File: config.mk
export PLATFORM = sky130hd
export DESIGN_NAME = cpuTop
export DESIGN_NICKNAME = d
export VERILOG_FILES = /design/src/logic/isaPkg.sv /design/src/logic/aluPkg.sv /design/src/logic/aluSlice4.sv /design/src/logic/executeUnit.sv /design/src/logic/programCounter.sv /design/src/logic/controlDecoder.sv /design/src/logic/registerFile.sv /design/src/logic/cpuTop.sv
export SDC_FILE = /design/constraint.sdc
export NUM_CORES = 2
export LEC_CHECK = 0
export ABC_AREA = 1
export BUFFER_PORTS_ARGS = -buffer_cell sky130_fd_sc_hd__buf_2
export CORE_MARGIN = 1.5
export CORE_UTILIZATION = 45
export CTS_CLUSTER_DIAMETER = 100
export DETAILED_ROUTE_END_ITERATION = 8
export PLACE_DENSITY_LB_ADDON = 0.05
export SLEW_MARGIN = 10
export SYNTH_ARGS = -nofsm -noshare
export SYNTH_HDL_FRONTEND = slang
export SYNTH_HIERARCHICAL = 1
export SYNTH_SLANG_ARGS = --single-unit
File: constraint.sdc
create_clock -name Clk -period 18.8 [get_ports Clk]
set_input_delay 0.94 -clock Clk [delete_from_list [all_inputs] [get_ports Clk]]
set_output_delay 0.94 -clock Clk [all_outputs]
set_load 0.01 [all_outputs]
File: src/logic/isaPkg.sv
`default_nettype none

package isaPkg;

    localparam int dataWidth = 32;                     // Machine word

    typedef logic [dataWidth-1:0] word_t;              // Data and address word
    typedef logic [4:0]           regIdx_t;            // One of 32 registers
    typedef logic [5:0]           opcode_t;            // Primary opcode field
    typedef logic [5:0]           funct_t;             // R-type function field

    // Opcodes of the supported subset
    localparam opcode_t opR    = 6'b000000;            // All R-type, funct decides
    localparam opcode_t opJ    = 6'b000010;            // Jump
    localparam opcode_t opBeq  = 6'b000100;            // Branch on equal
    localparam opcode_t opBne  = 6'b000101;            // Branch on not equal
    localparam opcode_t opAddi = 6'b001000;            // Add immediate
    localparam opcode_t opLw   = 6'b100011;            // Load word
    localparam opcode_t opSw   = 6'b101011;            // Store word

    // Funct codes under opR
    localparam funct_t fnAdd = 6'b100000;
    localparam funct_t fnSub = 6'b100010;
    localparam funct_t fnAnd = 6'b100100;
    localparam funct_t fnOr  = 6'b100101;
    localparam funct_t fnSlt = 6'b101010;

    // One fetched word, three ways to slice it
    typedef union packed {
        struct packed {
            opcode_t    opcode;                        // [31:26]
            regIdx_t    rs;                            // [25:21] first source
            regIdx_t    rt;                            // [20:16] second source
            regIdx_t    rd;                            // [15:11] destination
            logic [4:0] shamt;                         // Not used by this subset
            funct_t     funct;                         // [5:0]
        } rType;
        struct packed {
            opcode_t     opcode;
            regIdx_t     rs;                           // Base or first operand
            regIdx_t     rt;                           // Destination or second operand
            logic [15:0] imm;                          // Signed offset or constant
        } iType;
        struct packed {
            opcode_t     opcode;
            logic [25:0] target;                       // Word index inside 256 MB region
        } jType;
    } instr_t;

    localparam word_t pcStep = 32'd4;                  // Bytes per instruction

endpackage

`default_nettype wire

File: src/logic/aluPkg.sv
`default_nettype none

package aluPkg;

    // Bit 2 set means invert B and carry in one
    typedef enum logic [2:0] {
        aluAnd = 3'b000,
        aluOr  = 3'b001,
        aluAdd = 3'b010,
        aluSub = 3'b110,
        aluSlt = 3'b111                                // Subtract, then keep sign only
    } aluOp_t;

    localparam int sliceWidth = 4;                     // Bits per lookahead slice
    localparam int sliceCount = isaPkg::dataWidth / sliceWidth; // Rippled slices, 8

endpackage

`default_nettype wire

File: src/logic/aluSlice4.sv
`default_nettype none

module aluSlice4
    import aluPkg::*;
(
    input  logic [sliceWidth-1:0] a,
    input  logic [sliceWidth-1:0] b,
    input  aluOp_t                op,
    input  logic                  cin,                 // Ripple from lower slice
    input  logic                  less,                // Set value, lowest slice only
    output logic [sliceWidth-1:0] result,
    output logic                  cout,
    output logic                  msbSum               // Sum of top bit, sign for slt
);

    logic [sliceWidth-1:0] bEff;                       // B after optional invert
    logic [sliceWidth-1:0] g;                          // Generate per bit
    logic [sliceWidth-1:0] p;                          // Propagate per bit
    logic [sliceWidth-1:0] c;                          // Carry into each bit
    logic [sliceWidth-1:0] sum;

    // One-bit cells
    for (genvar i = 0; i < sliceWidth; i++) begin : gCell
        assign bEff[i] = b[i] ^ op[2];                 // Subtract inverts B
        assign g[i]    = a[i] & bEff[i];
        assign p[i]    = a[i] | bEff[i];
        assign sum[i]  = a[i] ^ bEff[i] ^ c[i];
    end

    // Lookahead carries, no ripple inside the slice
    assign c[0] = cin;
    assign c[1] = g[0] | (p[0] & cin);
    assign c[2] = g[1] | (p[1] & g[0]) | (p[1] & p[0] & cin);
    assign c[3] = g[2] | (p[2] & g[1]) | (p[2] & p[1] & g[0]) | (p[2] & p[1] & p[0] & cin);
    assign cout = g[3] | (p[3] & g[2]) | (p[3] & p[2] & g[1]) | (p[3] & p[2] & p[1] & g[0])
                | (p[3] & p[2] & p[1] & p[0] & cin);

    assign msbSum = sum[sliceWidth-1];

    always_comb begin
        case (op)
            aluAnd:         result = a & b;
            aluOr:          result = a | b;
            aluAdd, aluSub: result = sum;
            aluSlt:         result = {{(sliceWidth-1){1'b0}}, less}; // Only bit 0 carries less
            default:        result = '0;
        endcase
    end

endmodule

`default_nettype wire

File: src/logic/executeUnit.sv
`default_nettype none

module executeUnit
    import isaPkg::*;
    import aluPkg::*;
(
    input  word_t  rsData,
    input  word_t  rtData,
    input  instr_t instr,                              // Immediate source
    input  logic   aluSrc,
    input  aluOp_t aluOp,
    output word_t  aluResult,
    output logic   aluZero
);

    word_t                 immExt;                     // Sign-extended immediate
    word_t                 opB;
    logic [sliceCount:0]   carry;                      // Ripple between slices
    logic [sliceCount-1:0] msbSum;                     // Only the top one matters
    logic                  topBEff;                    // Top bit of B as added
    logic                  signedOvf;
    logic                  sltLess;                    // True sign of rs - rt

    assign immExt = {{16{instr.iType.imm[15]}}, instr.iType.imm};
    assign opB    = aluSrc ? immExt : rtData;

    assign carry[0] = aluOp[2];                        // +1 completes two's complement

    for (genvar i = 0; i < sliceCount; i++) begin : gSlice
        aluSlice4 slice_i (
            .a      (rsData[i*sliceWidth +: sliceWidth]),
            .b      (opB[i*sliceWidth +: sliceWidth]),
            .op     (aluOp),
            .cin    (carry[i]),
            .less   ((i == 0) ? sltLess : 1'b0),       // Set bit enters at bit 0
            .result (aluResult[i*sliceWidth +: sliceWidth]),
            .cout   (carry[i+1]),
            .msbSum (msbSum[i])
        );
    end

    // Overflow when operands agree in sign and the sum does not
    assign topBEff   = opB[dataWidth-1] ^ aluOp[2];
    assign signedOvf = (rsData[dataWidth-1] ~^ topBEff)
                     & (msbSum[sliceCount-1] ^ rsData[dataWidth-1]);
    assign sltLess   = msbSum[sliceCount-1] ^ signedOvf; // Corrected sign

    assign aluZero = (aluResult == '0);

    // Decoder always hands over a defined operation
    always_comb begin
        aluOpKnown: assert (!$isunknown(aluOp)
                            && aluOp inside {aluAnd, aluOr, aluAdd, aluSub, aluSlt})
            else $error("aluOp undefined");
    end

endmodule

`default_nettype wire

File: src/logic/programCounter.sv
`default_nettype none

module programCounter
    import isaPkg::*;
(
    input  logic   Clk,
    input  logic   arstN,
    input  instr_t instr,                              // Current instruction word
    input  logic   aluZero,                            // rs == rt for branches
    input  logic   beq,
    input  logic   bne,
    input  logic   jump,
    output word_t  pc,
    output logic   running                             // Low for one edge after reset
);

    word_t pcPlus4;                                    // Sequential successor
    word_t branchOffset;                               // Immediate in bytes
    word_t branchTarget;
    word_t jumpTarget;
    word_t nextPc;
    logic  branchTaken;

    assign pcPlus4      = pc + pcStep;
    assign branchOffset = {{14{instr.iType.imm[15]}}, instr.iType.imm, 2'b00}; // Sign ext times 4
    assign branchTarget = pcPlus4 + branchOffset;      // Relative to delay slot address
    assign jumpTarget   = {pcPlus4[31:28], instr.jType.target, 2'b00}; // Region of PC+4

    assign branchTaken = (beq & aluZero) | (bne & ~aluZero);

    always_comb begin
        if (jump) begin
            nextPc = jumpTarget;
        end else if (branchTaken) begin
            nextPc = branchTarget;
        end else begin
            nextPc = pcPlus4;
        end
    end

    // First edge after reset only raises running and leaves PC at zero
    always_ff @(posedge Clk or negedge arstN) begin
        if (!arstN) begin
            pc      <= '0;
            running <= 1'b0;
        end else begin
            running <= 1'b1;
            if (running) begin
                pc <= nextPc;                          // Retire current instruction
            end
        end
    end

    pcAligned: assert property (@(posedge Clk) disable iff (!arstN)
        pc[1:0] == 2'b00)
        else $error("pc lost word alignment");

endmodule

`default_nettype wire

File: src/logic/controlDecoder.sv
`default_nettype none

module controlDecoder
    import isaPkg::*;
    import aluPkg::*;
(
    input  instr_t  instr,
    input  logic    running,                           // Strobes stay off until set
    output logic    regWrite,
    output logic    memToReg,                          // Write back load data
    output logic    memWrite,
    output logic    memRead,
    output logic    aluSrc,                            // Immediate as operand B
    output logic    beq,
    output logic    bne,
    output logic    jump,
    output aluOp_t  aluOp,
    output regIdx_t writeReg
);

    logic regDst;                                      // rd for R-type, else rt
    logic regWriteDec;                                 // Ungated decode
    logic memWriteDec;
    logic memReadDec;

    always_comb begin
        regDst      = 1'b0;                            // Defaults give a no-op
        regWriteDec = 1'b0;
        memWriteDec = 1'b0;
        memReadDec  = 1'b0;
        memToReg    = 1'b0;
        aluSrc      = 1'b0;
        beq         = 1'b0;
        bne         = 1'b0;
        jump        = 1'b0;
        aluOp       = aluAdd;
        case (instr.rType.opcode)
            opR: begin
                regDst      = 1'b1;
                regWriteDec = 1'b1;
                case (instr.rType.funct)
                    fnAdd:   aluOp = aluAdd;
                    fnSub:   aluOp = aluSub;
                    fnAnd:   aluOp = aluAnd;
                    fnOr:    aluOp = aluOr;
                    fnSlt:   aluOp = aluSlt;
                    default: regWriteDec = 1'b0;       // Unknown funct retires as no-op
                endcase
            end
            opAddi: begin
                aluSrc      = 1'b1;
                regWriteDec = 1'b1;
            end
            opLw: begin
                aluSrc      = 1'b1;                    // Base plus offset
                memReadDec  = 1'b1;
                memToReg    = 1'b1;
                regWriteDec = 1'b1;
            end
            opSw: begin
                aluSrc      = 1'b1;
                memWriteDec = 1'b1;
            end
            opBeq: begin
                aluOp = aluSub;                        // Zero flag compares rs and rt
                beq   = 1'b1;
            end
            opBne: begin
                aluOp = aluSub;
                bne   = 1'b1;
            end
            opJ:     jump = 1'b1;
            default: ;                                 // Undefined opcode, nothing written
        endcase
    end

    assign writeReg = regDst ? instr.rType.rd : instr.rType.rt;

    assign regWrite = regWriteDec & running;
    assign memWrite = memWriteDec & running;
    assign memRead  = memReadDec & running;

    // Data memory sees at most one access per cycle
    always_comb begin
        memExclusive: assert (!(memWrite && memRead))
            else $error("memWrite and memRead both high");
    end

endmodule

`default_nettype wire

File: src/logic/registerFile.sv
`default_nettype none

module registerFile
    import isaPkg::*;
(
    input  logic    Clk,
    input  logic    arstN,
    input  regIdx_t rsIdx,
    input  regIdx_t rtIdx,
    input  regIdx_t writeReg,
    input  logic    regWrite,                          // Already gated by running
    input  logic    memToReg,
    input  word_t   aluResult,
    input  word_t   memData,                           // Load data from data memory
    output word_t   rsData,
    output word_t   rtData
);

    word_t regs [32];
    word_t writeData;

    assign writeData = memToReg ? memData : aluResult; // Write-back select

    always_ff @(posedge Clk or negedge arstN) begin
        if (!arstN) begin
            for (int i = 0; i < 32; i++) begin
                regs[i] <= '0;
            end
        end else if (regWrite && writeReg != '0) begin // r0 ignores writes
            regs[writeReg] <= writeData;
        end
    end

    // Combinational reads, r0 never leaves zero
    assign rsData = regs[rsIdx];
    assign rtData = regs[rtIdx];

endmodule

`default_nettype wire

File: src/logic/cpuTop.sv
`default_nettype none

module cpuTop
    import isaPkg::*;
(
    input  logic   Clk,
    input  logic   arstN,
    output word_t  instrAddr,                          // Fetch address, same-cycle reply
    input  instr_t instr,
    output word_t  dataAddr,
    output word_t  dataWrData,
    output logic   dataWe,                             // Written at next rising edge
    output logic   dataRe,
    input  word_t  dataRdData                          // Valid while dataRe is high
);

    logic    running;
    logic    regWrite;
    logic    memToReg;
    logic    aluSrc;
    logic    beq;
    logic    bne;
    logic    jump;
    logic    aluZero;
    aluPkg::aluOp_t aluOp;
    regIdx_t writeReg;
    word_t   rsData;

    programCounter pc_i (
        .Clk     (Clk),
        .arstN   (arstN),
        .instr   (instr),
        .aluZero (aluZero),
        .beq     (beq),
        .bne     (bne),
        .jump    (jump),
        .pc      (instrAddr),                          // PC goes straight to fetch
        .running (running)
    );

    controlDecoder dec_i (
        .instr    (instr),
        .running  (running),
        .regWrite (regWrite),
        .memToReg (memToReg),
        .memWrite (dataWe),
        .memRead  (dataRe),
        .aluSrc   (aluSrc),
        .beq      (beq),
        .bne      (bne),
        .jump     (jump),
        .aluOp    (aluOp),
        .writeReg (writeReg)
    );

    registerFile rf_i (
        .Clk       (Clk),
        .arstN     (arstN),
        .rsIdx     (instr.rType.rs),
        .rtIdx     (instr.rType.rt),
        .writeReg  (writeReg),
        .regWrite  (regWrite),
        .memToReg  (memToReg),
        .aluResult (dataAddr),                         // ALU result doubles as address
        .memData   (dataRdData),
        .rsData    (rsData),
        .rtData    (dataWrData)                        // rt is the store data
    );

    executeUnit ex_i (
        .rsData    (rsData),
        .rtData    (dataWrData),
        .instr     (instr),
        .aluSrc    (aluSrc),
        .aluOp     (aluOp),
        .aluResult (dataAddr),
        .aluZero   (aluZero)
    );

endmodule

`default_nettype wire

==> results.md <==
- Metal-1 WL: 117,000 um
- Peak Freq: 87.0 MHz
- R2R setup slack: 9.69 ns
- Full die area: 0.151 mm2
- Post-CTS Setup Bufs: 0
- Fin worst setup slack: 7.31 ns
- Placed instance count: 11,470
- DP HPWL: 164,000 um
- Max_cap viols: 0
- Skew-Pair Late Insertion Delay: 0.78 ns
- Fin. max-slew vios: 0
- Resize count post-CTS: 0
- CP required: 19.42 ns
- Routed Antenna Nets: 0
- Routability cong.: 0.945
- CTS max path bufs: 3
- Clock slew at reported path FFs: 0.05 ns
- Vias per cell: 5.84
- Buf+Inv Stages, Crit Path: 8
- Die X: 388 um
- # clock sinks: 1,055
- Finished Cell Area: 0.0723 mm2
- First-pass detailed-route iteration total: 6
- Hold crit path type: input port to async pin
- Cell Rows: 141
- Crit path max-delay cell type: buf_4
- Global-route wire length before repair: 421,000 um
- Unrepaired setup endpoints after global routing: false
- Pre-CTS WS: 6.86 ns
- Nets@finish: 9,857
- Fin crit period: 11.49 ns
- Htree depth: 4
- WS Path Type: input port to register
- Area Overhead vs Synth: 8.26%
- Status: finished clean
- Syn Area/Cell: 6.65 um2
- Post-Synthesis Cell Area: 0.0668 mm2
- Worst r2r src: rf_i/regs[736]
- WL met2: 124,000 um
- Non-Filler Instances: 11,703
- Layout cells sized above 1: 7.40%
- Number of setup violations in the final report: 0
- Yosys warns: 6
- Worst slew pin tran: 1.34 ns
- Reg-to-reg endpoint: pc_i/pc[2]
- CTS Root Cell: clkbuf_16
- Top sig layer: met5
- Peak VDD IR: 0.0000829 V
- Placed cell area: 0.0679 mm2
- PD cells: 92.0 mW/mm2
- Starting Density: 45.3%
- Crit. End Element: register
- Total core area: 0.148 mm2
- Via Count: 68,312
- Grt total ovfl: 0
- CTS tree: done
- Critical path arrival: 12.11 ns
- Leakage: 35.1 nW
- Rel. slew slack: 10.7%
- GRT Util Overall: 36.9%
- Cell count of the worst reg-to-reg path: 70
- Port bufs: 161
- Period utilisation layout: 61.1%
- Vias in the first global route: 64,369
- Hold buffer count at CTS: 0
- Initial antenna violation count: 8
- CP delay by family, top: simple AND/OR/NAND/NOR gates
- Crit-path max FO: 76
- Max stage delay on crit path: 0.83 ns
- Met3 wire length: 28,600 um
- Cell repeated most along the worst path: nand2_1
- Drt drc: 0
- Fin. Hold Viols: 0
- IO Pins: 164
- Clk_skew: 0.0370 ns
- Total CTS buffers: 132
- Die Height: 388 um
- Syn Inst Count: 10,042
- Setup TNS Final: 0 ns
- CP Launch Type: input port
- Drt total wl: 282,000 um
- Wire length per cell: 24.1 um
- First DRT Iteration DRCs: 8,029
- Largest net degree at the start of global routing: 189
==> power by group <==
part	switching [mW]	internal, mW	total (mW)
logic	1.19	0.396	1.58
registers	0.0900	2.36	2.45
clock network	1.06	1.57	2.62
total	2.33	4.32	6.65
==> metal layers <==
layer  GRT usage (%)  up-vias
li1                -    31568
met1            49.7    32490
met2            57.2     3547
met3            7.88      703
met4            15.6        4
met5               0        -
==> metrics by stage <==
| stage | power, mW | hold WS, ns | util [%] |
|---|---|---|---|
| 3_3_place_gp | 4.03 | 0.386 | 46.0 |
| 3_5_place_dp | 4.03 | 0.390 | 46.0 |
| 6_report | 6.65 | 0.203 | 49.0 |
| 4_1_cts | 6.66 | 0.220 | 49.0 |
| 2_1_floorplan | 3.44 | 0.451 | - |
| 5_1_grt | 6.92 | 0.264 | 49.0 |
==> worst max-delay path by stage <==
stage	cells after the start	startpoint	to	slack, ns
6_report	74	instr[16]	pc_i/pc[2]	7.31
5_1_grt	73	instr[16]	pc_i/pc[16]	6.51
4_1_cts	73	instr[16]	pc_i/pc[16]	7.60
3_5_place_dp	73	instr[16]	pc_i/pc[16]	6.86
3_3_place_gp	73	instr[16]	pc_i/pc[16]	6.85
2_1_floorplan	73	instr[17]	pc_i/pc[17]	10.34
==> state kept, by name, summed over array words and instances (netlist names) <==
signal and count:
pc_i/pc 30, rf_i/regs 1024, pc_i/running 1
==> placed cells by master, fill, tap and decap left out, types with 59 or more instances in the layout <==
cell type / instances
a21oi_2: 59
o21ai_0: 232
buf_2: 152
buf_4: 119
dfrtp_1: 1055
nand2_1: 3784
nor2_1: 902
nand3_1: 1656
clkbuf_16: 134
a21oi_1: 775
inv_1: 304
ha_1: 108
==> layout make-up <==
class / count / area [um2]
Clock buffer: 186 / 3820
Sequential cell: 1055 / 26400
Clock inverter: 44 / 584
Tap cell: 1930 / 2410
Inverter: 336 / 1320
Fill cell: 15163 / 75300
Multi-Input combinational cell: 7859 / 35800
Timing Repair Buffer: 290 / 1990
Antenna cell: 3 / 7.51
(Power assumes the default switching activity.)
